==> config.mk <==
export PLATFORM = sky130hd
export DESIGN_NAME = exp16_range_reduce
export DESIGN_NICKNAME = d
export VERILOG_FILES = /design/src/verilog/exp16_pkg.sv /design/src/verilog/exp16_range_reduce.sv
export SDC_FILE = /design/constraint.sdc
export NUM_CORES = 1
export LEC_CHECK = 0
export ABC_AREA = 1
export BUFFER_PORTS_ARGS = -buffer_cell sky130_fd_sc_hd__buf_2
export CORE_AREA = 2 2 53 74
export DETAILED_ROUTE_END_ITERATION = 8
export DIE_AREA = 0 0 55 76
export PLACE_DENSITY = 0.79
export SLEW_MARGIN = 40
export SYNTH_ARGS = -nofsm -noshare
export SYNTH_HDL_FRONTEND = slang
export SYNTH_SLANG_ARGS = --single-unit
export TNS_END_PERCENT = 10
==> constraint.sdc <==
create_clock -name clk -period 4 [get_ports clk]
set_clock_uncertainty 0.2 [all_clocks]
set_input_delay 0.2 -clock clk [delete_from_list [all_inputs] [get_ports clk]]
set_output_delay 0.2 -clock clk [all_outputs]
set_load 0.1 [all_outputs]
==> src/verilog/exp16_pkg.sv <==
`default_nettype none

package exp16_pkg;

    typedef struct packed {
        logic       sign;
        logic [4:0] exponent;
        logic [9:0] mantissa;
    } fp16_t;

    localparam int FP16_BIAS = 15;

    localparam fp16_t FP16_MAX_FINITE = '{sign: 1'b0, exponent: 5'd30, mantissa: 10'h3ff};
    localparam fp16_t FP16_MIN_NORMAL = '{sign: 1'b0, exponent: 5'd1, mantissa: 10'd0};

    // magnitudes as {exponent, mantissa}.
    localparam logic [14:0] POS_CLAMP_LIMIT = {5'd18, 10'd395};
    localparam logic [14:0] POS_CLAMP_VALUE = {5'd18, 10'd396};
    localparam logic [14:0] NEG_CLAMP_LIMIT = {5'd18, 10'd218};
    localparam logic [14:0] NEG_CLAMP_VALUE = {5'd18, 10'd219};
    localparam logic [14:0] SUBNORMAL_VALUE = {5'd1, 10'd8};

    localparam logic [4:0] SAT_EXPONENT     = 5'd18;
    localparam logic [9:0] POS_SAT_MANTISSA = 10'd395;
    localparam logic [9:0] NEG_SAT_MANTISSA = 10'd218;

    // indexed by the three bits shifted out below the fraction index.
    localparam logic [3:0] CORRECTION_TABLE [8] = '{
        4'd0, 4'd1, 4'd2, 4'd4, 4'd5, 4'd6, 4'd8, 4'd10
    };

    typedef logic [7:0] tbl_idx_t;

    typedef struct packed {
        logic       sign;
        tbl_idx_t   int_idx;
        tbl_idx_t   frac_idx;
        logic [3:0] correction;
        logic       sat_pos;
        logic       sat_neg;
    } lookup_t;

    typedef struct packed {
        logic       sign;
        logic [3:0] correction;
        logic       sat_pos;
        logic       sat_neg;
    } recomb_t;

    typedef enum logic [1:0] {
        OKAY   = 2'b00,
        SLVERR = 2'b10
    } axil_resp_t;

endpackage

`default_nettype wire
==> src/verilog/exp16_range_reduce.sv <==
`default_nettype none

module exp16_range_reduce (
    input  logic               clk,
    input  logic               rst,
    input  logic               in_valid,
    input  exp16_pkg::fp16_t   in_data,
    output logic               lk_valid,
    output exp16_pkg::lookup_t lk
);

    exp16_pkg::fp16_t  op_q;
    logic              valid_q;
    logic [14:0]       mag;
    logic [4:0]        exponent;
    logic [9:0]        mantissa;
    logic signed [5:0] shift;
    logic [5:0]        shift_abs;
    logic [1:0]        offset;
    logic [9:0]        mant_shift;

    always_ff @(posedge clk)
    begin
        if (rst)
        begin
            valid_q <= 1'b0;
        end
        else
        begin
            valid_q <= in_valid;
        end
    end

    always_ff @(posedge clk)
    begin
        if (in_valid)
        begin
            op_q <= in_data;
        end
    end

    // clamp large and subnormal inputs.
    always_comb
    begin
        mag = {op_q.exponent, op_q.mantissa};
        if (!op_q.sign && mag > exp16_pkg::POS_CLAMP_LIMIT)
            mag = exp16_pkg::POS_CLAMP_VALUE;
        else if (op_q.sign && mag > exp16_pkg::NEG_CLAMP_LIMIT)
            mag = exp16_pkg::NEG_CLAMP_VALUE;
        else if (op_q.exponent == 5'd0)
            mag = exp16_pkg::SUBNORMAL_VALUE;
    end

    assign exponent  = mag[14:10];
    assign mantissa  = mag[9:0];
    assign shift     = 6'($signed({1'b0, exponent}) - exp16_pkg::FP16_BIAS);
    assign shift_abs = 6'(-shift);

    // integer bits of the operand that sit in the mantissa.
    always_comb
    begin
        case (shift)
            6'sd3:   offset = mantissa[8:7];
            6'sd2:   offset = mantissa[9:8];
            6'sd1:   offset = {1'b0, mantissa[9]};
            default: offset = 2'b00;
        endcase
    end

    always_comb
    begin
        if (shift >= 0)
            mant_shift = mantissa << shift;
        else
            mant_shift = mantissa >> shift_abs;
    end

    assign lk_valid      = valid_q;
    assign lk.sign       = op_q.sign;
    assign lk.int_idx    = {op_q.sign, offset, exponent};
    assign lk.frac_idx   = {op_q.sign, mant_shift[9:3]};
    assign lk.correction = exp16_pkg::CORRECTION_TABLE[mant_shift[2:0]];
    assign lk.sat_pos    = !op_q.sign
                         && (op_q.exponent > exp16_pkg::SAT_EXPONENT
                         || (op_q.exponent == exp16_pkg::SAT_EXPONENT
                         && op_q.mantissa > exp16_pkg::POS_SAT_MANTISSA));
    assign lk.sat_neg    = op_q.sign
                         && (op_q.exponent > exp16_pkg::SAT_EXPONENT
                         || (op_q.exponent == exp16_pkg::SAT_EXPONENT
                         && op_q.mantissa > exp16_pkg::NEG_SAT_MANTISSA));

endmodule

`default_nettype wire

# Word level (Yosys, flattened, before mapping)
# Memory sizes are Yosys's and may differ from the RTL's.
# Cells that the tools add are included.
word_totals:
  ff_bits: 17
  romBits: 32
  input_bits: 19
  out_inout_bits: 24
  word_cells: 38
  n_memories: 1
op_classes:
  n_addsub: 2
  order_cmp: 7
  n_eq_ne: 4
  shifts: 2
  muxes: 7
  n_bitwise: 1
  reduce_logical: 10
memory_table:
  columns: ["memory", "depth", "width", "rd", "rd_ports_with_merged_regs", "wr", "line_no", "rtl"]
  rows:
  - ["(name not given)", 8, 4, 1, 0, 0, "exp16_range_reduce.sv:82", "assign lk.correction = exp16_pkg::CORRECTION_TABLE[mant_shift[2:0]];"]
op_table:
  columns: ["cell", "count"]
  rows:
  - ["$mux W15", 3]
  - ["$gt A15 B15 Y1 const B", 2]
  - ["$eq A6 B2 Y1 const B", 2]
  - ["$gt A10 B8 Y1 const B", 1]
  - ["$gt A10 B9 Y1 const B", 1]
  - ["$mux W10", 1]
  - ["$shl A10 B6 Y10", 1]
  - ["$shr A10 B6 Y10", 1]
  - ["$mux W4", 2]
  - ["$eq A6 B1 Y1 const B", 1]
  - ["$ge A6 B1 Y1 const B", 1]
  - ["$logic_and A1 B1 Y1", 6]
  - ["$neg A6 Y6", 1]
  - ["$pmux W2 S3", 1]
  - ["$sub A5 B4 Y6 const B", 1]
  - ["$eq A5 B5 Y1 const B", 1]
  - ["$gt A5 B5 Y1 const B", 1]
  - ["$logic_not A5 Y1", 1]
  - ["$ge A4 B4 Y1 const B", 1]
  - ["$not A3 Y4", 1]
  - ["$logic_or A1 B1 Y1", 2]
  - ["$logic_not A1 Y1", 1]

# Depth between registers and ports, before layout
depth:
  word_depth: 12
  depth_mapped: 27
  mapped_depth_nobuf: 26

# Worst setup path before layout
# OpenSTA, ideal clock, no wires.
synth_path:
  kind: "reg-to-output"
  from: "reg op_q[14] in the netlist's numbering"
  to: "out lk[11] in the netlist's numbering"
  t_arrival_ns: 6.538
  required_ns: 3.600
  path_slack_ns: -2.938
  stages_incl_launch_ff: 22
  path_buffers: 2
  cell_sequence: "edfxtp_1 nand2_1 clkinv_1 nand2_1 nor2_1 nand2_1 nand2_4 inv_1 nor2_2 inv_1 clkbuf_1 ha_1 clkbuf_1 inv_1 nand2_1 nor2_1 nand2_2 nand2_4 nand3_1 nand2_1 nand2_1 o31ai_1"
synth_rtl:
  columns: ["element", "line_no", "rtl"]
  rows:
  - ["start: declaration", "exp16_range_reduce.sv:12", "exp16_pkg::fp16_t op_q;"]
  - ["start signal: assignment", "exp16_range_reduce.sv:38", "op_q <= in_data;"]
  - ["end: declaration", "exp16_range_reduce.sv:9", "output exp16_pkg::lookup_t lk"]

==> qor.txt <==
Status = finished, final reports clean
Initial Utilization = 0.522
Synthesized cell area = 1870 um2
IO Port Bufs = 42
HP Class = primary input to flop
H-tree levels = 1
DR vias/cell = 5.48
Power per cell area = 389 nW/um2
Routed wire length = 5.80 mm
Register bit total from synthesis = 17
Core ar. = 3580 um2
CP required = 3.60 ns
Clock sinks = 17
Placed Area = 2460 um2
Arr. time, crit path = 3.40 ns
Setup Viol. Count Final = 0
Slew @ Worst Pin = 0.799 ns
CTS tree = done
RSZ-0062 raised after global routing = true
Slew Viols, Final = 0
Routed WL per cell = 14.0 um
Initial antenna violation count = 0
Tcrit/Tclk final = 0.950
Vias in the first global route = 2188
Largest fanout on the critical path = 16
Distinct cells, synth = 30
CTS max path bufs = 2
Place WS = 0.259 ns
IO Count = 43
WHS = 0.136 ns
Crit Path Category = flop to output port
CTS Buf Count = 3
Die ar. = 4180 um2
First-pass detailed-route iteration total = 4
Fin. Hold Viols = 0
Non-Filler Instances = 414
Clock transition at path regs = 0.06 ns
ANT cells = 0
Max VDD drop = 364 uV
Die Span X = 55 um
Cell area after layout = 2770 um2
Cell count after synthesis = 303
Finished Core Util = 0.774
# rows = 26
Design Power = 1.08 mW
Total GRT Usage = 0.292
Total grt overflow = 0
Startpoint Class = flop
Root Buffer = clkbuf_8
DR DRC count = 0
Synthesized net count = 327
Synthesis warning total = 0
Final Net Count = 397
Peak Freq = 0.263 GHz
Relative slew slack = 0.463
GP Congestion = 1.03
Detail Route Antenna Nets = 0
Dpl hpwl = 4.36 mm
Synthesized area per cell = 6.17 um2
Initial DRC Count = 79
Routed via count = 2267
First-pass GRT wire length = 9.27 mm
Largest net degree at the start of global routing = 18
Min Tclk post-route = 3.80 ns
Layout cells sized above 1 = 0.317
DP Cell Count = 383
Leakage = 1.33 nW
Setup ws final = 0.200 ns
Register area share after synthesis = 0.268
TNS Setup = 0 ns
Area Overhead vs Synth = 48.3%
Max-cap viol count = 0
Die height = 76 um
Worst Setup End Kind = output port
worst max-delay path: stages (launching register included):
cell and delay [ns]:
edfxtp_1 0.41, nor2_2 0.07, nand2_1 0.07, nand2_1 0.08
nor2_1 0.22, nand2_4 0.12, nand2_1 0.15, nor2_4 0.06
inv_4 0.17, ha_4 0.18, nand4_1 0.09, nor2_1 0.19
nor2_4 0.08, nor2_2 0.14, nand2_2 0.07, nand2_4 0.13
nand3_2 0.10, nand3_1 0.12, nand3_1 0.08, nand2_1 0.10
nand2_1 0.06, nand2_1 0.09, nand3_1 0.09, nand2_2 0.10
buf_12 0.17
synth_stat cells:
library cell | number | area share
a21oi_1 | 20 | 0.054
a31oi_1 | 2 | 0.0067
buf_1 | 1 | 0.0020
buf_2 | 2 | 0.0054
buf_4 | 3 | 0.012
clkbuf_1 | 5 | 0.010
clkinv_1 | 1 | 0.0020
dfxtp_1 | 1 | 0.011
edfxtp_1 | 16 | 0.26
ha_1 | 5 | 0.033
inv_1 | 32 | 0.064
inv_2 | 5 | 0.010
nand2_1 | 102 | 0.20
nand2_2 | 7 | 0.023
nand2_4 | 4 | 0.024
nand3_1 | 30 | 0.080
nand3_2 | 1 | 0.0054
nand4_1 | 2 | 0.0067
nand4_2 | 1 | 0.0067
nor2_1 | 26 | 0.052
nor2_2 | 3 | 0.010
nor2_4 | 3 | 0.018
nor2_8 | 1 | 0.011
nor3_1 | 5 | 0.013
o211ai_1 | 1 | 0.0040
o21ai_0 | 17 | 0.046
o22ai_1 | 3 | 0.010
o31ai_1 | 1 | 0.0040
o32ai_1 | 2 | 0.0094
or3_1 | 1 | 0.0034
sequential cells by signal, indices dropped and copies added (netlist names):
signal	cells
lk	1
op_q	15
lk_valid	1
metal layers:
metal / routed length (um) / part of all wire / vias to the layer above / global-route usage
met5: 0 / 0 / - / 0
met4: 309 / 0.053 / 0 / 0.161
met3: 239 / 0.041 / 27 / 0.0275
met2: 3180 / 0.55 / 93 / 0.519
met1: 2070 / 0.36 / 1024 / 0.316
li1: - / - / 1123 / -
path summary, 6_finish.rpt:
| kind | from | end | slack, ns | depth (start not counted) |
|---|---|---|---|---|
| max | op_q[12] | lk[2] | 0.20 | 24 |
| min | in_valid | lk_valid | 0.14 | 3 |
area by class of cell:
type | instances | area (um2)
flip-flops and latches | 17 | 500
fillers | 262 | 808
clock buffers | 3 | 41.3
repair buffers | 76 | 658
multi-input cells | 237 | 1360
well taps | 42 | 52.6
clock inverters | 1 | 5.00
inverters | 38 | 155
logic make-up after synthesis:
family	count (synthesis)	synth area share
adder cells (fa/ha/maj)	5	0.0335
AO/OA/AOI/OAI	46	0.133
buffers and inverters	49	0.106
flip-flops	17	0.268
AND/OR/NAND/NOR	186	0.459
repair_timing:
item | 4_1_cts | 5_1_grt
setup endpoints to repair | 2 | 11
endpoints found under the hold margin | 17 | 0
pin swaps | 1 | 2
setup buffers | 0 | 10
gates resized for setup | 0 | 6
hold buffers | 17 | 0
power breakdown:
group          total (mW)  internal, mW  switching, mW
Combinational       0.734         0.222          0.513
Clock               0.124        0.0690         0.0545
Sequential          0.221         0.211         0.0103
Total                1.08         0.501          0.577
cell usage in the layout (no fill, tap or decap):
cell           Yosys  routed
o21ai_0           17      17
nor2_8             1       1
o22ai_1            3       1
edfxtp_1          16      16
clkinvlp_4         0       2
ha_1               5       3
a21oi_2            0       1
clkinv_2           0       1
o211ai_1           1       1
o32ai_4            0       2
nor2_4             3       5
nand2_2            7      12
inv_2              5       6
nand2_4            4       6
dfxtp_1            1       1
or3_1              1       1
o31ai_4            0       1
nor3_1             5       5
buf_4              3      17
buf_2              2      32
ha_4               0       2
a21oi_1           20      19
dlygate4sd3_1      0      17
clkbuf_8           0       3
nand4_1            2       2
inv_4              0       2
nor2_1            26      23
nand3_1           30      23
clkinv_1           1       1
nand2_1          102      95
nand3_2            1       8
nand4_2            1       1
buf_12             0      10
inv_1             32      27
o22ai_4            0       2
a31oi_1            2       2
nor2_2             3       4
(Power assumes the default switching activity.)
