<file path="src/verilog/exp16_pkg.sv">
`default_nettype none

package exp16_pkg;

    typedef struct packed {
        logic       sign;
        logic [4:0] exponent;
        logic [9:0] mantissa;
    } fp16_t;

    localparam int FP16_BIAS = 15;

    localparam fp16_t FP16_MAX_FINITE = '{sign: 1'b0, exponent: 5'd30, mantissa: 10'h3ff};
    localparam fp16_t FP16_MIN_NORMAL = '{sign: 1'b0, exponent: 5'd1, mantissa: 10'd0};

    // magnitudes as {exponent, mantissa}.
    localparam logic [14:0] POS_CLAMP_LIMIT = {5'd18, 10'd395};
    localparam logic [14:0] POS_CLAMP_VALUE = {5'd18, 10'd396};
    localparam logic [14:0] NEG_CLAMP_LIMIT = {5'd18, 10'd218};
    localparam logic [14:0] NEG_CLAMP_VALUE = {5'd18, 10'd219};
    localparam logic [14:0] SUBNORMAL_VALUE = {5'd1, 10'd8};

    localparam logic [4:0] SAT_EXPONENT     = 5'd18;
    localparam logic [9:0] POS_SAT_MANTISSA = 10'd395;
    localparam logic [9:0] NEG_SAT_MANTISSA = 10'd218;

    // indexed by the three bits shifted out below the fraction index.
    localparam logic [3:0] CORRECTION_TABLE [8] = '{
        4'd0, 4'd1, 4'd2, 4'd4, 4'd5, 4'd6, 4'd8, 4'd10
    };

    typedef logic [7:0] tbl_idx_t;

    typedef struct packed {
        logic       sign;
        tbl_idx_t   int_idx;
        tbl_idx_t   frac_idx;
        logic [3:0] correction;
        logic       sat_pos;
        logic       sat_neg;
    } lookup_t;

    typedef struct packed {
        logic       sign;
        logic [3:0] correction;
        logic       sat_pos;
        logic       sat_neg;
    } recomb_t;

    typedef enum logic [1:0] {
        OKAY   = 2'b00,
        SLVERR = 2'b10
    } axil_resp_t;

endpackage

`default_nettype wire
</file>
<file path="src/verilog/exp16_recombine.sv">
`default_nettype none

module exp16_recombine (
    input  logic               clk,
    input  logic               rst,
    input  logic               lk_valid,
    input  exp16_pkg::recomb_t rc,
    input  exp16_pkg::fp16_t   int_word,
    input  exp16_pkg::fp16_t   frac_word,
    output logic               out_valid,
    output exp16_pkg::fp16_t   out_data
);

    logic               valid_q;
    exp16_pkg::recomb_t rc_q;
    exp16_pkg::fp16_t   prod;
    logic [15:0]        result;

    exp16_fp_mult u_mult (
        .a (int_word),
        .b (frac_word),
        .p (prod)
    );

    // line up with the table read.
    always_ff @(posedge clk)
    begin
        if (rst)
        begin
            valid_q   <= 1'b0;
            out_valid <= 1'b0;
        end
        else
        begin
            valid_q   <= lk_valid;
            out_valid <= valid_q;
        end
    end

    always_comb
    begin
        if (rc_q.sat_pos)
            result = exp16_pkg::FP16_MAX_FINITE;
        else if (rc_q.sat_neg)
            result = exp16_pkg::FP16_MIN_NORMAL;
        else if (rc_q.sign)
            result = prod - {12'h000, rc_q.correction};
        else
            result = prod + {12'h000, rc_q.correction};
    end

    always_ff @(posedge clk)
    begin
        rc_q     <= rc;
        out_data <= result;
    end

endmodule

`default_nettype wire

</file>
<file path="src/verilog/exp16_fp_mult.sv">
`default_nettype none

module exp16_fp_mult (
    input  exp16_pkg::fp16_t a,
    input  exp16_pkg::fp16_t b,
    output exp16_pkg::fp16_t p
);

    logic              sign;
    logic              zero_in;
    logic [10:0]       sig_a;
    logic [10:0]       sig_b;
    logic [21:0]       prod;
    logic [9:0]        mant;
    logic signed [7:0] exp_sum;

    assign sign    = a.sign ^ b.sign;
    assign zero_in = (a.exponent == 5'd0) || (b.exponent == 5'd0);
    assign sig_a   = {1'b1, a.mantissa};
    assign sig_b   = {1'b1, b.mantissa};
    assign prod    = sig_a * sig_b;

    // product lies in [1, 4), top bit set means one extra exponent step.
    assign mant    = prod[21] ? prod[20:11] : prod[19:10];
    assign exp_sum = 8'(a.exponent) + 8'(b.exponent)
                   - 8'(exp16_pkg::FP16_BIAS) + 8'(prod[21]);

    always_comb
    begin
        if (zero_in || exp_sum <= 0)
        begin
            p = '0;
        end
        else if (exp_sum >= 31)
        begin
            p          = exp16_pkg::FP16_MAX_FINITE;
            p.sign     = sign;
        end
        else
        begin
            p.sign     = sign;
            p.exponent = exp_sum[4:0];
            p.mantissa = mant;
        end
    end

endmodule

`default_nettype wire

</file>
<file path="config.mk">
export PLATFORM = sky130hd
export DESIGN_NAME = exp16_recombine
export DESIGN_NICKNAME = d
export VERILOG_FILES = /design/src/verilog/exp16_pkg.sv /design/src/verilog/exp16_recombine.sv /design/src/verilog/exp16_fp_mult.sv
export SDC_FILE = /design/constraint.sdc
export NUM_CORES = 1
export LEC_CHECK = 0
export BUFFER_PORTS_ARGS = -buffer_cell sky130_fd_sc_hd__buf_4
export CAP_MARGIN = 10
export CORE_UTILIZATION = 54
export DETAILED_ROUTE_END_ITERATION = 6
export GPL_ROUTABILITY_DRIVEN = 0
export GPL_TIMING_DRIVEN = 0
export PLACE_DENSITY = 0.74
export SYNTH_ARGS = -nofsm -noshare
export SYNTH_HDL_FRONTEND = slang
export SYNTH_SLANG_ARGS = --single-unit
</file>
<file path="constraint.sdc">
create_clock -name clk -period 11.15 [get_ports clk]
set_input_delay 1.6725 -clock clk [delete_from_list [all_inputs] [get_ports clk]]
set_output_delay 1.6725 -clock clk [all_outputs]
set_load 0.1 [all_outputs]
</file>
# ---- Word-level counts from Yosys, hierarchy flattened
# Cells that the tools add are included.
dict set report totals {
  word_cells 28
  out_inout_bits 17
  register_bits 25
}
dict set report op_classes {
  multipliers 1
  order_cmp 2
  n_addsub 5
  reduce_logical 5
  n_mux 5
  bitwise 1
}
# op count
set op_table {}
lappend op_table {{16-bit 2-to-1 mux} 2}
lappend op_table {{15-bit 2-to-1 mux} 2}
lappend op_table {{11-bit by 11-bit multiplier with 22-bit output} 1}
lappend op_table {{16-bit by 4-bit adder with 16-bit output} 1}
lappend op_table {{16-bit by 4-bit subtractor with 16-bit output} 1}
lappend op_table {{5-bit logical NOT} 2}
lappend op_table {{10-bit 2-to-1 mux} 1}
lappend op_table {{8-bit by 1-bit adder with 8-bit output} 1}
lappend op_table {{8-bit by 6-bit >= comparator with 1-bit output, second input constant} 1}
lappend op_table {{8-bit by 1-bit <= comparator with 1-bit output, second input constant} 1}
lappend op_table {{8-bit by 4-bit subtractor with 8-bit output, second input constant} 1}
lappend op_table {{5-bit by 5-bit adder with 6-bit output} 1}
lappend op_table {{1-bit logical OR} 2}
lappend op_table {{2-bit OR reduction} 1}
lappend op_table {{1-bit XOR} 1}

# ---- Longest topological paths before layout
dict set report depth {
  ltp_word 9
  mapped_depth 41
  depth_no_buf 39
}

# ---- Hierarchy
# Synthesis repeated with hierarchy kept, for this count alone.
dict set report unflattened {
  cells_unflattened 744
  area_unflattened_um2 6139.6
}
# module instances area_each_um2 cells_per_inst seq_area_each_um2
set by_module_without_submodules {}
lappend by_module_without_submodules {exp16_fp_mult 1 4575.6 566 0.0}
lappend by_module_without_submodules {exp16_recombine 1 1564.0 178 500.5}

# ---- Least setup slack after synthesis
# No wires, ideal clock.
dict set report synth_path {
  kind {in2reg}
  startpoint {input port int_word[2] (netlist bit)}
  endpoint {register out_data[15] (netlist bit)}
  n_path_buf 1
  slack_ps 977
  path_stages 35
  arrival_ps 10043
  cell_sequence {clkbuf_1 -> inv_1 -> fa_1 -> inv_1 -> fa_1 -> fa_1 -> fa_1 -> inv_1 -> fa_1 -> inv_1 -> ha_1 -> a211oi_1 -> a31oi_4 -> a311oi_1 -> nor3_2 -> nor2_4 -> ha_1 -> inv_1 -> ha_1 -> xnor3_1 -> nor3b_1 -> a21oi_1 -> o32ai_1 -> o21bai_1 -> or4_1 -> nand3_1 -> mux2i_1 -> ha_1 -> or4_1 -> o21a_1 -> a211oi_2 -> nor3_1 -> a2111oi_0 -> xnor3_1 -> nor3b_1}
}
dict set report synth_via {
  elab_chain_cells 7
  word_cells_on_any_way 11
  classes_between {add/sub: 3; mul: 1; order compare: 2; mux: 4; reduce/logical: 1}
}
# element line
set synth_rtl {}
lappend synth_rtl {{start: declaration} exp16_recombine.sv:8} ;# input exp16_pkg::fp16_t int_word,
lappend synth_rtl {{11-bit by 11-bit multiplier with 22-bit output (*)} exp16_fp_mult.sv:21} ;# assign prod = sig_a * sig_b;
lappend synth_rtl {{8-bit by 1-bit adder with 8-bit output} exp16_fp_mult.sv:26} ;# - 8'(exp16_pkg::FP16_BIAS) + 8'(prod[21]);
lappend synth_rtl {{8-bit by 6-bit >= comparator with 1-bit output / 8-bit by 1-bit <= comparator with 1-bit output (equally long branches)} {exp16_fp_mult.sv:34, exp16_fp_mult.sv:30}}
lappend synth_rtl {{15-bit 2-to-1 mux / 1-bit logical OR (equally long branches)} {exp16_fp_mult.sv:34, exp16_fp_mult.sv:30}}
lappend synth_rtl {{16-bit 2-to-1 mux (*)} exp16_fp_mult.sv:30} ;# if (zero_in || exp_sum <= 0)
lappend synth_rtl {{16-bit by 4-bit adder with 16-bit output / 16-bit by 4-bit subtractor with 16-bit output (equally long branches)} {exp16_recombine.sv:49, exp16_recombine.sv:47}}
lappend synth_rtl {{16-bit 2-to-1 mux (*)} exp16_recombine.sv:46} ;# else if (rc_q.sign)
lappend synth_rtl {{end signal: assignment} exp16_recombine.sv:55} ;# out_data <= result;
lappend synth_rtl {{end: declaration} exp16_recombine.sv:11} ;# output exp16_pkg::fp16_t out_data
# Mark *: on every way between the ends. The rest lies on a longest branch, timed or not.
# A chain may end at the register's enable or synchronous reset.

# ---- Worst setup path after layout
dict set report layout_path {
  startpoint {input port frac_word[5] (netlist bit)}
  endpoint {register out_data[15] (netlist bit)}
}
dict set report layout_via {
  elab_chain_cells 7
  word_cells_on_any_way 11
  classes_between {add/sub: 3; mul: 1; order compare: 2; mux: 4; reduce/logical: 1}
}
# element line
set layout_rtl {}
lappend layout_rtl {{start: declaration} exp16_recombine.sv:9} ;# input exp16_pkg::fp16_t frac_word,
lappend layout_rtl {{11-bit by 11-bit multiplier with 22-bit output (*)} exp16_fp_mult.sv:21}
lappend layout_rtl {{8-bit by 1-bit adder with 8-bit output} exp16_fp_mult.sv:26}
lappend layout_rtl {{8-bit by 6-bit >= comparator with 1-bit output / 8-bit by 1-bit <= comparator with 1-bit output (equally long branches)} {exp16_fp_mult.sv:34, exp16_fp_mult.sv:30}}
lappend layout_rtl {{15-bit 2-to-1 mux / 1-bit logical OR (equally long branches)} {exp16_fp_mult.sv:34, exp16_fp_mult.sv:30}}
lappend layout_rtl {{16-bit 2-to-1 mux (*)} exp16_fp_mult.sv:30}
lappend layout_rtl {{16-bit by 4-bit adder with 16-bit output / 16-bit by 4-bit subtractor with 16-bit output (equally long branches)} {exp16_recombine.sv:49, exp16_recombine.sv:47}}
lappend layout_rtl {{16-bit 2-to-1 mux (*)} exp16_recombine.sv:46}
# Marks and branches as above.

==> results.md <==
* Run status: finished clean
* Clk_lat worst skew at 0.26 ns
* Floorplan die height at 106 µm
* Cell type with the highest aggregate area in the netlist: sky130_fd_sc_hd__fa_1
* Relative max-transition margin at 64.8%
* Leading register cell type out of synthesis: sky130_fd_sc_hd__dfxtp_1
* I/O pins at 59
* Worst Path Buf+Inv at 6
* Most common cell in the synthesized netlist: sky130_fd_sc_hd__inv_1
* Number of synthesized flops with an enable pin at 0
* Startpoint class of the critical path: input port
* Clock Sinks at 25
* Post-Synthesis Net Count at 861
* GR Util All Layers at 24.2%
* Crit path max-delay family: adder cells
* Area of the core region at 10400 µm²
* Final-stage net count at 917
* Ratio of routed vias to standard cells at 5.39
* Synth top area cells: sky130_fd_sc_hd__fa_1, sky130_fd_sc_hd__ha_1, sky130_fd_sc_hd__dfxtp_1
* Register cell area after layout at 500 µm²
* Most prevalent standard cell on the critical path: sky130_fd_sc_hd__fa_1
* Number of endpoints with negative hold slack in the final report at 0
* Setup-violating endpoint count in the final report at 0
* Fraction of final layout cells sized beyond drive strength 1 at 13.0%
* Antenna cells at 0
* Cts-stage hold buffer count at 0
* Detailed-route via count at 4573
* HPWL after detailed placement at 10800 µm
* Part of the Yosys area used for sequential elements at 8.64%
* Ratio of final minimum period to clock period at 95.8%
* Total wire length at 12600 µm
* Critical Path Slowest Stage Cell: sky130_fd_sc_hd__fa_1
* Arrival @ worst endpoint at 10.82 ns
* Root buffer cell: sky130_fd_sc_hd__clkbuf_8
* Multi-input combinational cell area at 4760 µm²
* Initial Utilization at 55.8%
* Total Die Area at 11100 µm²
* Global-route wire length before repair at 22100 µm
* Overall die width at 106 µm
* Worst setup EP type: flip-flop
* Detailed Routing Iterations Pass 1 at 4
* Remaining global-route overflow at 0
* Type of the tightest min-delay check: flip-flop to flip-flop
* Synthesized cell area at 5790 µm²
* Synth warnings at 0
* Final cell count without fillers at 849
* Post-synth top cells: sky130_fd_sc_hd__inv_1, sky130_fd_sc_hd__fa_1, sky130_fd_sc_hd__ha_1
* Count of routing violations after the opening detailed-route iteration at 174
* Synthesized instance count at 658
* Total of fill cells in the finished design at 937
* CTS tree: yes
* Placed Instances at 847
* Clock slew at the register clock pins of the worst setup and hold paths at 0.08 ns
* Required time of the critical path at 11.29 ns
* Maximum root-to-sink buffer count at 2
* Slack of the worst reg-to-reg path at 7.98 ns
* Remaining number of nets flagged by the antenna check after routing at 0
* Maximum fanout count along the critical path at 10
* Total of buffers placed on input and output ports at 53
* Delay contributed by the slowest stage of the critical path at 0.57 ns
* Avg WL per Cell at 14.8 µm
* Site Rows at 37
* Min Clock Period, post-route at 10.68 ns
* Via count of the first global-routing pass at 4939
* Initial antenna violation count at 0
* Synthesized area per cell at 8.80 µm²
* Pin count of the biggest net entering global routing at 15
* Number of maximum-capacitance constraint violations at 0
* Post-Route Utilization at 62.1%
* Number of unique standard cell types used by synthesis at 63
* Fraction of synthesis flops using an asynchronous set or reset pin at 0%
* Number of design rule violations left after detail routing at 0
* Layout Area Growth over Synthesis at 11.2%
* Maximum level of the CTS H-tree at 1
* Register bit count reported by yosys at 25
* Number of pins exceeding their max-slew limit in the final report at 0
* Final setup skew at 0.00126 ns
* Cts bufs inserted at 3
* Worst Setup Path Type: input port to flip-flop
* Yosys top cell area share at 28.0%
* Transition time at the pin with the least slew margin at 0.527 ns
* Peak clock frequency supported by timing at 93.6 MHz
cells by family (layout without fill, tap and decap cells):
logic type / after synthesis / count (layout) / synth area share [%]
multiplexers: 9 / 9 / 1.56
flip-flops: 25 / 25 / 8.64
adder cells (fa/ha/maj): 161 / 161 / 45.3
AND/OR/NAND/NOR: 182 / 182 / 16.3
AO/OA/AOI/OAI: 111 / 111 / 14.1
buffers and inverters: 146 / 201 / 9.51
XOR/XNOR: 24 / 24 / 4.56
flip-flops by register name, indices dropped and copies added, names as in the netlist:
| name | count |
|---|---|
| out_data | 16 |
| out_valid | 1 |
| valid_q | 1 |
| rc_q | 7 |
placed cells by master (no fill, tap or decap), types with 6 or more instances in the layout:
cell type / count
sky130_fd_sc_hd__buf_4: 57
sky130_fd_sc_hd__a21o_1: 25
sky130_fd_sc_hd__a21oi_1: 19
sky130_fd_sc_hd__xnor2_1: 14
sky130_fd_sc_hd__nor3_1: 8
sky130_fd_sc_hd__nor2_1: 20
sky130_fd_sc_hd__fa_1: 81
sky130_fd_sc_hd__o21a_1: 9
sky130_fd_sc_hd__o21ai_0: 12
sky130_fd_sc_hd__inv_1: 124
sky130_fd_sc_hd__clkbuf_2: 7
sky130_fd_sc_hd__nand2_1: 68
sky130_fd_sc_hd__mux2i_1: 9
sky130_fd_sc_hd__xor2_1: 6
sky130_fd_sc_hd__and2_1: 38
sky130_fd_sc_hd__dfxtp_1: 25
sky130_fd_sc_hd__nand3_1: 7
sky130_fd_sc_hd__clkbuf_1: 6
sky130_fd_sc_hd__ha_1: 80
metrics by stage:
step / instance area (µm²) / hold slack, ns / worst slack [ns] / TNS [ns]
6_report: 6440 / 0.456 / 0.469 / 0
5_1_grt: 6440 / 0.473 / -0.0434 / -0.0434
4_1_cts: 6400 / 0.459 / 0.134 / 0
3_5_place_dp: 6360 / 0.442 / -0.0919 / -0.107
3_3_place_gp: 6360 / 0.434 / 0.0163 / 0
2_1_floorplan: 5790 / 0.414 / 0.977 / 0
final timing paths:
check	startpoint	end	cells past startpoint
hold reg to reg	valid_q$_SDFF_PP0_	out_valid$_SDFF_PP0_	1
hold / removal	valid_q$_SDFF_PP0_	out_valid$_SDFF_PP0_	1
setup / recovery	frac_word[5]	out_data[15]$_SDFF_PP0_	37
setup reg to reg	rc_q[2]$_DFF_P_	out_data[15]$_SDFF_PP0_	11
cell type report:
class                   count  area share [%]
flip-flops and latches     25            7.77
well taps                 136            2.64
plain buffers              15            1.05
repair buffers             57            6.65
multi-input cells         487            73.9
clock inverters             1          0.0777
clock buffers               3           0.641
inverters                 125            7.29
worst reg2reg max path, delay by kind of cell, from the launching register on:
family | cells | cell delay [ns]
AOI/OAI and AO/OA | 4 | 1.10
xor gates and xnor gates | 1 | 0.26
adders and majority gates | 2 | 0.50
buffers and inverters | 1 | 0.05
DFF | 1 | 0.36
and+or+nand+nor | 3 | 0.77
metal layers:
metal  routed length [µm]  vias up  share of wire, %  track usage (%)
met4                  181        0               1.4             5.95
met1                 5360     2191                43             29.9
li1                     -     2261                 -                -
met3                  465       18               3.7             1.73
met5                    0        -                 0                0
met2                 6550      103                52             45.4
timing repair:
action                                  in CTS  in global routing
hold endpoints to repair                     0                  0
buffers inserted                             0                  4
resized for setup                            0                 19
endpoints found under the setup margin       0                  5
Power is not shown: default switching activity piles up to over one toggle a cycle in this logic, so the estimate is an artifact.
