$ cat config.mk
export PLATFORM = sky130hd
export DESIGN_NAME = exp16_table_cfg
export DESIGN_NICKNAME = d
export VERILOG_FILES = /design/src/verilog/exp16_pkg.sv /design/src/verilog/exp16_table_cfg.sv
export SDC_FILE = /design/constraint.sdc
export NUM_CORES = 1
export LEC_CHECK = 0
export BUFFER_PORTS_ARGS = -buffer_cell sky130_fd_sc_hd__buf_4
export CAP_MARGIN = 40
export CORE_UTILIZATION = 36
export DETAILED_ROUTE_END_ITERATION = 8
export PLACE_DENSITY = 0.93
export SLEW_MARGIN = 20
export SYNTH_ARGS = -nofsm -noshare
export SYNTH_HDL_FRONTEND = slang
export SYNTH_SLANG_ARGS = --single-unit
$ cat constraint.sdc
create_clock -name clk -period 1.88 [get_ports clk]
set_input_delay 0.094 -clock clk [delete_from_list [all_inputs] [get_ports clk]]
set_output_delay 0.094 -clock clk [all_outputs]
set_load 0.1 [all_outputs]
$ cat src/verilog/exp16_pkg.sv
`default_nettype none

package exp16_pkg;

    typedef struct packed {
        logic       sign;
        logic [4:0] exponent;
        logic [9:0] mantissa;
    } fp16_t;

    localparam int FP16_BIAS = 15;

    localparam fp16_t FP16_MAX_FINITE = '{sign: 1'b0, exponent: 5'd30, mantissa: 10'h3ff};
    localparam fp16_t FP16_MIN_NORMAL = '{sign: 1'b0, exponent: 5'd1, mantissa: 10'd0};

    // magnitudes as {exponent, mantissa}.
    localparam logic [14:0] POS_CLAMP_LIMIT = {5'd18, 10'd395};
    localparam logic [14:0] POS_CLAMP_VALUE = {5'd18, 10'd396};
    localparam logic [14:0] NEG_CLAMP_LIMIT = {5'd18, 10'd218};
    localparam logic [14:0] NEG_CLAMP_VALUE = {5'd18, 10'd219};
    localparam logic [14:0] SUBNORMAL_VALUE = {5'd1, 10'd8};

    localparam logic [4:0] SAT_EXPONENT     = 5'd18;
    localparam logic [9:0] POS_SAT_MANTISSA = 10'd395;
    localparam logic [9:0] NEG_SAT_MANTISSA = 10'd218;

    // indexed by the three bits shifted out below the fraction index.
    localparam logic [3:0] CORRECTION_TABLE [8] = '{
        4'd0, 4'd1, 4'd2, 4'd4, 4'd5, 4'd6, 4'd8, 4'd10
    };

    typedef logic [7:0] tbl_idx_t;

    typedef struct packed {
        logic       sign;
        tbl_idx_t   int_idx;
        tbl_idx_t   frac_idx;
        logic [3:0] correction;
        logic       sat_pos;
        logic       sat_neg;
    } lookup_t;

    typedef struct packed {
        logic       sign;
        logic [3:0] correction;
        logic       sat_pos;
        logic       sat_neg;
    } recomb_t;

    typedef enum logic [1:0] {
        OKAY   = 2'b00,
        SLVERR = 2'b10
    } axil_resp_t;

endpackage

`default_nettype wire
$ cat src/verilog/exp16_table_cfg.sv
`default_nettype none

module exp16_table_cfg #(
    parameter int AXIL_ADDR_W = 12
) (
    input  logic                    clk,
    input  logic                    rst,
    input  logic                    awvalid,
    output logic                    awready,
    input  logic [AXIL_ADDR_W-1:0]  awaddr,
    input  logic                    wvalid,
    output logic                    wready,
    input  logic [31:0]             wdata,
    input  logic [3:0]              wstrb,
    output logic                    bvalid,
    input  logic                    bready,
    output exp16_pkg::axil_resp_t   bresp,
    input  logic                    arvalid,
    output logic                    arready,
    input  logic [AXIL_ADDR_W-1:0]  araddr,
    output logic                    rvalid,
    input  logic                    rready,
    output logic [31:0]             rdata,
    output exp16_pkg::axil_resp_t   rresp,
    output logic                    int_we,
    output logic                    frac_we,
    output exp16_pkg::tbl_idx_t     cfg_addr,
    output exp16_pkg::fp16_t        cfg_wdata,
    input  exp16_pkg::fp16_t        int_rdata,
    input  exp16_pkg::fp16_t        frac_rdata
);

    logic             wr_req;
    logic             wr_accept;
    logic             ar_accept;
    logic             aw_map;
    logic             ar_map;
    logic             rd_pend;
    logic             rd_sel;
    logic             rd_err;
    exp16_pkg::fp16_t rd_word;

    // byte address, word bits [9:2], table select bit 10.
    function automatic logic addr_mapped(input logic [AXIL_ADDR_W-1:0] addr);
        return (addr >> 11) == '0;
    endfunction

    assign aw_map = addr_mapped(awaddr);
    assign ar_map = addr_mapped(araddr);

    assign ar_accept = arvalid && arready;
    assign wr_req    = awvalid && wvalid && !bvalid;
    // reads win the shared table port.
    assign wr_accept = wr_req && !ar_accept;
    assign awready   = wr_accept;
    assign wready    = wr_accept;

    assign cfg_addr  = ar_accept ? araddr[9:2] : awaddr[9:2];
    assign cfg_wdata = wdata[15:0];
    assign int_we    = wr_accept && aw_map && !awaddr[10];
    assign frac_we   = wr_accept && aw_map && awaddr[10];

    always_ff @(posedge clk)
    begin
        if (rst)
        begin
            bvalid <= 1'b0;
        end
        else if (wr_accept)
        begin
            bvalid <= 1'b1;
        end
        else if (bready)
        begin
            bvalid <= 1'b0;
        end
    end

    always_ff @(posedge clk)
    begin
        if (wr_accept)
        begin
            bresp <= aw_map ? exp16_pkg::OKAY : exp16_pkg::SLVERR;
        end
    end

    // ram data is back one cycle after acceptance.
    always_ff @(posedge clk)
    begin
        if (rst)
        begin
            rd_pend <= 1'b0;
            rvalid  <= 1'b0;
            arready <= 1'b0;
        end
        else
        begin
            rd_pend <= ar_accept;
            if (rd_pend)
            begin
                rvalid <= 1'b1;
            end
            else if (rready)
            begin
                rvalid <= 1'b0;
            end
            arready <= !ar_accept && !rd_pend && !(rvalid && !rready);
        end
    end

    assign rd_word = rd_sel ? frac_rdata : int_rdata;

    always_ff @(posedge clk)
    begin
        if (ar_accept)
        begin
            rd_sel <= araddr[10];
            rd_err <= !ar_map;
        end
        if (rd_pend)
        begin
            rdata <= rd_err ? 32'h0 : {16'h0000, rd_word};
            rresp <= rd_err ? exp16_pkg::SLVERR : exp16_pkg::OKAY;
        end
    end

endmodule

`default_nettype wire

# Yosys cells after proc, flatten, opt, wreduce, memory -nomap -nowiden
# Index checks and enable logic that the tools add are counted.
[word_totals]
reg_bits = 42
in_bits = 99
output_inout_bits = 67
wordCells = 39
[classes]
mux = 8
n_reduce_logical = 21
[op_table]
columns = ["operator", "n"]
rows = [
  ["12-bit zero test", 2],
  ["16-bit 2-to-1 mux", 1],
  ["1-bit logical AND", 10],
  ["8-bit 2-to-1 mux", 1],
  ["1-bit zero test", 7],
  ["1-bit 2-to-1 mux", 4],
  ["2-bit 2-to-1 mux", 2],
  ["2-bit nonzero test", 2],
]

# Logic depth before layout (Yosys ltp)
# Gate-level depths: netlist (run 1).
[depth]
ltp_word = 5
mapped_depth = 4
depth_no_buf = 3

# Worst setup path after synthesis (run 1)
# OpenSTA, ideal clock, no wires.
[synth_path]
kind = "register to output"
start = "reg arready"
end = "out int_we"
arrival_time_ps = 3896
t_required_ps = 1786
path_slack_ps = -2110
path_stages_with_launch = 4
n_path_buf = 0
cell_sequence = "dfxtp_1 nand2_4 inv_2 nor4_1"
[synth_via]
elab_chain_cells = 5
[synth_rtl]
columns = ["item", "line_no", "rtl"]
rows = [
  ["start, declared", "exp16_table_cfg.sv:19", "output logic arready,"],
  ["start signal, assigned", "exp16_table_cfg.sv:107", "arready <= !ar_accept && !rd_pend && !(rvalid && !rready);"],
  ["1-bit logical AND", "exp16_table_cfg.sv:51", "assign ar_accept = arvalid && arready;"],
  ["net ar_accept", "exp16_table_cfg.sv:35", "logic ar_accept;"],
  ["1-bit zero test", "exp16_table_cfg.sv:54", "assign wr_accept = wr_req && !ar_accept;"],
  ["1-bit logical AND", "exp16_table_cfg.sv:54", ""],
  ["1-bit logical AND (2 in a row)", "exp16_table_cfg.sv:60", "assign int_we = wr_accept && aw_map && !awaddr[10];"],
  ["end, declared", "exp16_table_cfg.sv:25", "output logic int_we,"],
]
# The timed path passes the listed nets, and every way through them passes these cells.

# Final worst setup path (run 1)
[layout_path]
start = "reg bvalid"
end = "out frac_we"
[layout_via]
elab_chain_cells = 5
[layout_rtl]
columns = ["item", "line_no", "rtl"]
rows = [
  ["start, declared", "exp16_table_cfg.sv:15", "output logic bvalid,"],
  ["start signal, assigned", "exp16_table_cfg.sv:67", "bvalid <= 1'b0;"],
  ["start signal, assigned", "exp16_table_cfg.sv:71", "bvalid <= 1'b1;"],
  ["start signal, assigned", "exp16_table_cfg.sv:75", "bvalid <= 1'b0;"],
  ["1-bit zero test", "exp16_table_cfg.sv:52", "assign wr_req = awvalid && wvalid && !bvalid;"],
  ["1-bit logical AND", "exp16_table_cfg.sv:52", ""],
  ["1-bit logical AND", "exp16_table_cfg.sv:54", ""],
  ["1-bit logical AND (2 in a row)", "exp16_table_cfg.sv:61", "assign frac_we = wr_accept && aw_map && awaddr[10];"],
  ["end, declared", "exp16_table_cfg.sv:26", "output logic frac_we,"],
]
# No other way between the ends.

==> results.cfg, run 1 <==
[pwr]
swShare_pct = 41.1
p_clk_share_pct = 18.8
vdd_drop_max_v = 0.000355
intPower_mw = 0.902
p_leak_nw = 0.958
p_comb_share_pct = 41.4
p_sw_mw = 0.629
p_per_area_nw_per_um2 = 760
seqPwrFrac_pct = 39.7

[clock_tree]
h-tree-depth = 1
cts_root_buf = clkbuf_8
cts_inserted_buffers = 3
clock_sinks = 24
clkSlewWorstSetupHoldPaths_ns = 0.08
cts_resized = 0
cts_tree = yes
holdBufCountCts = 0
cts.path.max_buffers = 2
post_cts_buffers = 0
clk_latency_ns = 0.25

[place]
io_buffers = 91
postPlaceCellArea_um2 = 1960
dp_hpwl_um = 2480
post-place-ws_ns = 0.467
place.gp.congestion = 0.697

[cells_and_area]
layout.nets = 294
syn2layout_area_growth_pct = 43.5
final_area_um2 = 2010
antenna_cells = 0
drive_above_1_share_pct = 57.7

[drt]
avgRoutedWirePerCell_um = 12.2
route.antenna.remaining_nets = 0
vias = 1058
drc = 0
routed_via_density = 4.37
drt-initial-drc-count = 34
drt_wl_total_um = 2950
dr.pass1.iters = 3

[worst_setup_path]
path_max_fanout = 4
crit_type = flip-flop to output port
end_kind = output port
worstPathRequired_ns = 1.79
start_kind = flip-flop
worstPathArrival_ns = 1.59

[timing]
fin_crit_ns = 1.69
timing.final.crit_share_pct = 89.8
fin_worst_skew_ns = 0.00152
relSlewSlack_pct = 66.3
maxClockFrequency_mhz = 593
setup-violations-final = 0
timing.hold.ws_ns = 0.0154
setup_ws_ns = 0.192
rsz0062_at_grt = no
setup_tns_ns = 0
slew_viol_final = 0
worst_pin_slew_ns = 0.506
hold_viol = 0

[yosys]
synth_largest_area_cell = edfxtp_1
syn-mean-instance-area_um2 = 11.9
ys_ff_latch = 24
synth-async-reset-ratio_pct = 0
yosysMostFrequentCell = buf_4
synth.distinct_cells = 21
synth_area_leaders = edfxtp_1, buf_4, mux2i_1
ys_seq_area_share_pct = 48.5
syn-instance-count = 118
ys.warnings.count = 0
synth_top_area_share_pct = 42.8
synthTopCellsByCount = buf_4, edfxtp_1, nor2_1
synthFlopType = edfxtp_1
syn-cell-area_um2 = 1400
synth_edf_count = 20

[global_routing]
grt_max_degree = 18
track_usage_pct = 14.3
grt_overflow = 0
grt_pass1_vias = 1005
grt_pass1_wl_um = 4470
antenna_found_initial = 0

[job]
drv_cap = 0

[floorplan]
die_w_um = 64.4
io_pins = 166
initial_core_util_pct = 38.0
core_um2 = 3690
dieArea_um2 = 4150
row_count = 22
fp.dieH_um = 64.4

[status]
status = completed

[worst_hold_path]
hold_class = input pin to flip-flop
## placed cells by master, fill, tap and decap left out, drive strengths merged
cell type	n
mux2i	16
nor4	1
edfxtp	20
clkinv	1
nand2	1
o32ai	1
dfxtp	4
clkbuf	3
inv	3
conb	18
nand3b	1
buf	93
dlygate4sd3	1
mux2	8
nand2b	1
a21oi	1
nor2	18
nand4bb	1
nor4b	2
## registers in the layout, summed over array words and instances, names as in the netlist
register	flops
rd_err	1
rdata	16
bresp	1
rd_sel	1
bvalid	1
rresp	1
rvalid	1
rd_pend	1
arready	1
## worst max-delay path: stages (launching register included)
cell      delay (ns)
dfxtp_4         0.35
nand3b_1        0.32
nor4b_4         0.34
buf_4           0.32
## cells by family (layout without fill, tap and decap cells)
| kind of cell | after synthesis | after routing | share of synthesized area [%] |
|---|---|---|---|
| AOI/OAI and AO/OA | 2 | 2 | 0.981 |
| buffers and inverters | 42 | 101 | 22.4 |
| DFF | 24 | 24 | 48.5 |
| muxes | 24 | 24 | 17.8 |
| other | 1 | 18 | 0.267 |
| and+or+nand+nor | 25 | 25 | 9.99 |
## stage by stage
step | utilization [%] | power [mW] | cells
after floorplan | - | 1.29 | 135
after global placement | 53.1 | 1.25 | 237
after detailed placement | 53.1 | 1.26 | 237
after CTS | 54.3 | 1.54 | 241
after global routing | 54.6 | 1.59 | 242
final | 54.6 | 1.53 | 242
## cell type report
class                   instances  area (um2)
multi-input cells              69         503
flip-flops and latches         24         686
repair buffers                 94         708
inverters                       3        11.3
clock inverters                 1        3.75
fillers                       333        1680
clock buffers                   3        41.3
well taps                      48        60.1
## layer usage
metal	vias up	track usage (%)	routed length, um
met5	-	0	0
met4	0	6.11	40
met3	4	4.23	347
met2	78	27.8	1630
met1	472	13.6	933
li1	504	-	-
## final timing paths
check / endpoint / from / slack (ns) / depth (start not counted)
worst max-delay path: frac_we / bvalid / 0.19 / 3
worst min-delay path: rd_err / araddr[11] / 0.02 / 1
worst max register to register: rdata[0] / rd_sel / 0.70 / 3
worst min register to register: arready / rd_pend / 0.46 / 1
## power groups by stage
stage / logic [mW] / registers (mW) / clock network [mW]
global placement: 0.628 / 0.619 / 0
detailed placement: 0.635 / 0.620 / 0
CTS: 0.636 / 0.608 / 0.298
finish: 0.634 / 0.608 / 0.288
floorplan: 0.563 / 0.727 / 0
global route: 0.657 / 0.611 / 0.323
Note: power is estimated with default switching activity, not from simulation.
==> inputs of run 2 (changes only) <==
Settings changed: MAX_ROUTING_LAYER set to met4.
==> run 2 against run 1 <==
Against the previous run:
- sequential power hardly changed
- critical path depth did not move
- count of clock-buffer cells in the layout unchanged
- fmax barely moved
- flip-flop and latch count unchanged
- global-route usage increased by 0.40 points
- sequential share of layout area unchanged
- first-iteration DRC count stayed put
- clock power hardly changed
- critical path type unchanged
==> results.cfg, run 2 (synthesis results as in run 1) <==
[status]
status = completed

[drt]
drt-initial-drc-count = 34
routed_via_density = 4.38
vias = 1060
avgRoutedWirePerCell_um = 12.2
drc = 0
route.antenna.remaining_nets = 0
dr.pass1.iters = 3
drt_wl_total_um = 2950

[global_routing]
grt_pass1_vias = 1004
grt_max_degree = 18
grt_overflow = 0
antenna_found_initial = 0
grt_pass1_wl_um = 4470
track_usage_pct = 14.7

[worst_setup_path]
worstPathArrival_ns = 1.59
critPathSlowestCell = dfxtp_4
worstPathRequired_ns = 1.79
r2r_start = rd_sel
path_max_fanout = 4
end_kind = output port
worstPathCellList = nand3b_1 -> nor4b_4 -> buf_4
reg2reg_depth = 3
start_kind = flip-flop
critPathTopFamily = simple AND/OR/NAND/NOR gates
rr_endpoint = rdata[0]
crit_type = flip-flop to output port
reg2reg_slack_ns = 0.70
worst-path-buf-inv = 1
critical-path-max-stage-delay_ns = 0.35

[place]
io_buffers = 91
dp_cells = 237
dp_hpwl_um = 2480
place.gp.congestion = 0.704

[cells_and_area]
fillerInstances = 333
seqCellArea_um2 = 686
finalNonFillerCells = 242
largest-register = rdata
final_common_cell = buf_4
antenna_cells = 0
layout_common_cells = buf_4, edfxtp_1, conb_1, nor2_1, mux2i_1
drive_above_1_share_pct = 57.7
multiInputGateArea_um2 = 503
syn2layout_area_growth_pct = 43.5
layout.nets = 294
largest_reg_flops = 16

[timing]
fin_crit_ns = 1.69
hold_viol = 0
fin_worst_skew_ns = 0.00152
maxClockFrequency_mhz = 593
timing.final.crit_share_pct = 89.8
setup-violations-final = 0
rsz0062_at_grt = no
relSlewSlack_pct = 66.3
slew_viol_final = 0
worst_pin_slew_ns = 0.506
timing.hold.ws_ns = 0.0154

[pwr]
intPower_mw = 0.902
p_leak_nw = 0.958
seqPwrFrac_pct = 39.7
p_sw_mw = 0.629
p_clk_share_pct = 18.8
swShare_pct = 41.1
vdd_drop_max_v = 0.000355
p_per_area_nw_per_um2 = 760
power_mw = 1.53
p_comb_share_pct = 41.4

[clock_tree]
cts_tree = yes
post_cts_buffers = 0
clock_sinks = 24
cts_resized = 0
clk_latency_ns = 0.25
cts.path.max_buffers = 2
clkSlewWorstSetupHoldPaths_ns = 0.08
h-tree-depth = 1
cts_root_buf = clkbuf_8
cts_inserted_buffers = 3
holdBufCountCts = 0

[floorplan]
row_count = 22
die_w_um = 64.4
initial_core_util_pct = 38.0
dieArea_um2 = 4150
fp.dieH_um = 64.4
io_pins = 166
core_um2 = 3690

[worst_hold_path]
whs_path_depth = 1
hold_start = araddr[11]
hold_class = input pin to flip-flop
hold_end = rd_err

[job]
drv_cap = 0
==> run 2: through the flow <==
step           setup TNS, ns  utilization (%)  setup slack, ns  instance area (um2)
2_1_floorplan         -0.229                -           -0.165                 1500
3_3_place_gp               0             53.1            0.501                 1960
3_5_place_dp               0             53.1            0.467                 1960
4_1_cts                    0             54.3            0.176                 2000
5_1_grt                    0             54.6            0.126                 2010
6_report                   0             54.6            0.192                 2010
==> run 2: layout make-up <==
cell class / instances / area share (%)
repair buffers: 94 / 35.2
inverters: 3 / 0.559
well taps: 48 / 2.98
clock buffers: 3 / 2.05
flip-flops and latches: 24 / 34.1
clock inverters: 1 / 0.186
multi-input cells: 69 / 25.0
==> run 2: worst max-delay path by stage <==
stage / start / endpoint / cells past startpoint
floorplan: bvalid / frac_we / 2
global placement: bvalid / frac_we / 3
detailed placement: bvalid / frac_we / 3
CTS: bvalid / frac_we / 3
global route: bvalid / frac_we / 3
finish: bvalid / frac_we / 3
==> run 2: power groups by stage <==
stage                     clock network (mW)  logic (mW)  registers, mW
final                                  0.288       0.634          0.608
after global routing                   0.323       0.657          0.611
after CTS                              0.298       0.636          0.608
after detailed placement                   0       0.635          0.620
after global placement                     0       0.628          0.619
after floorplan                            0       0.563          0.727
==> run 2: layer usage <==
| metal | share of wire, % | global-route usage (%) | wire length [um] | vias to the layer above |
|---|---|---|---|---|
| met1 | 32 | 13.9 | 942 | 474 |
| met2 | 55 | 27.8 | 1630 | 78 |
| met3 | 11 | 3.70 | 333 | 4 |
| met4 | 1.3 | 6.11 | 39 | 0 |
| li1 | - | - | - | 504 |
| met5 | 0 | - | 0 | - |
==> inputs of run 3 (changes only) <==
Settings changed: CORE_UTILIZATION 36 to 34, PLACE_DENSITY 0.93 to 0.89.
==> run 3 against run 2 <==
Against the previous run:
- count of clock-buffer cells in the layout stayed put
- total power hardly changed
- largest power group unchanged
- combinational power hardly changed
- sequential share of layout area stayed put
- wire length is 0.48% lower
- global-route usage is 1.3 points lower
- via count is 1.8% higher
- die area is 5.7% higher
==> results.cfg, run 3 (synthesis results as in run 1) <==
[status]
status = completed

[pwr]
power_mw = 1.53
p_per_area_nw_per_um2 = 761
p_leak_nw = 0.958
vdd_drop_max_v = 0.000332

[clock_tree]
clk_latency_ns = 0.25
cts_resized = 0
cts.path.max_buffers = 2
h-tree-depth = 1
cts_inserted_buffers = 3
clock_sinks = 24
cts_tree = yes
post_cts_buffers = 0
cts_root_buf = clkbuf_8
holdBufCountCts = 0
clkSlewWorstSetupHoldPaths_ns = 0.07

[place]
place.gp.congestion = 0.746
io_buffers = 91
post-place-ws_ns = 0.449
dp_hpwl_um = 2440

[global_routing]
track_usage_pct = 13.3
grt_overflow = 0
antenna_found_initial = 0
grt_max_degree = 18
busiest_layer = met2
grt_util_met1_pct = 11.5
grt_pass1_wl_um = 4260
grt_pass1_vias = 998
use_met3_pct = 2.93
globalRouteMet2Util_pct = 27.7

[cells_and_area]
syn2layout_area_growth_pct = 43.5
antenna_cells = 0
layout_common_cells = buf_4, edfxtp_1, conb_1, nor2_1, mux2i_1
largest-register = rdata
final_common_cell = buf_4
fillerInstances = 344
layout.nets = 294
drive_above_1_share_pct = 57.7
largest_reg_flops = 16

[timing]
worst_pin_slew_ns = 0.521
fin_worst_skew_ns = 0.00505
slew_viol_final = 0
hold_viol = 0
timing.final.crit_share_pct = 90.8
setup_ws_ns = 0.174
fin_crit_ns = 1.71
relSlewSlack_pct = 65.3
maxClockFrequency_mhz = 586
setup-violations-final = 0
rsz0062_at_grt = no

[drt]
drc = 0
avgRoutedWirePerCell_um = 12.1
drt_wl_total_um = 2930
routed_via_density = 4.46
dr.pass1.iters = 4
route.antenna.remaining_nets = 0
vias = 1079
drt-initial-drc-count = 49

[floorplan]
core_um2 = 3800
row_count = 22
die_w_um = 66.2
io_pins = 166
dieArea_um2 = 4390
fp.dieH_um = 66.2
initial_core_util_pct = 36.9

[worst_setup_path]
worstPathArrival_ns = 1.61
worstPathRequired_ns = 1.79
critical-path-max-stage-delay_ns = 0.36
worstPathCellList = nand3b_1 -> nor4b_4 -> buf_4
critPathSlowestCell = nor4b_4
end_kind = output port
crit_type = flip-flop to output port
start_kind = flip-flop
path_max_fanout = 4

[worst_hold_path]
hold_class = input pin to flip-flop

[job]
drv_cap = 0
run 3: critical path, delay by kind of cell, from the launching register on:
family                 cells  cell delay, ns
buffers and inverters      1            0.33
flip-flops                 1            0.35
AND/OR/NAND/NOR            2            0.68
run 3: report_power, final:
part	switching [mW]	leakage (nW)	total, mW	internal [mW]
Clock	0.144	0.0231	0.289	0.145
Sequential	0.0116	0.219	0.608	0.597
Combinational	0.474	0.716	0.634	0.160
run 3: layer usage:
| layer | wire length, um | vias up |
|---|---|---|
| li1 | - | 506 |
| met1 | 949 | 495 |
| met2 | 1630 | 70 |
| met3 | 318 | 8 |
| met4 | 32 | 0 |
| met5 | 0 | - |
run 3: layout make-up:
| type | count | area (um2) | area share (%) |
|---|---|---|---|
| clock buffer | 3 | 41.3 | 2.05 |
| multi-input combinational | 69 | 503 | 25.0 |
| sequential | 24 | 686 | 34.1 |
| tap | 48 | 60.1 | 2.98 |
| inverter | 3 | 11.3 | 0.559 |
| timing repair buffer | 94 | 708 | 35.2 |
| clock inverter | 1 | 3.75 | 0.186 |
run 3: path summary, 6_finish.rpt:
kind,startpoint,end,slack (ns),depth (start not counted)
setup / recovery,bvalid,frac_we,0.17,3
hold reg to reg,rd_pend,arready,0.47,1
hold / removal,araddr[11],rd_err,0.02,1
setup reg to reg,rd_sel,rdata[2],0.68,3
run 3: through the flow:
step	instance area (um2)	std cells	util [%]	TNS [ns]	hold WS, ns
3_3_place_gp	1960	237	51.5	0	0.189
5_1_grt	2010	242	53.0	0	0.00605
4_1_cts	2000	241	52.7	0	0.00973
2_1_floorplan	1500	135	-	-0.229	0.161
3_5_place_dp	1960	237	51.5	0	0.189
6_report	2010	242	53.0	0	0.0221
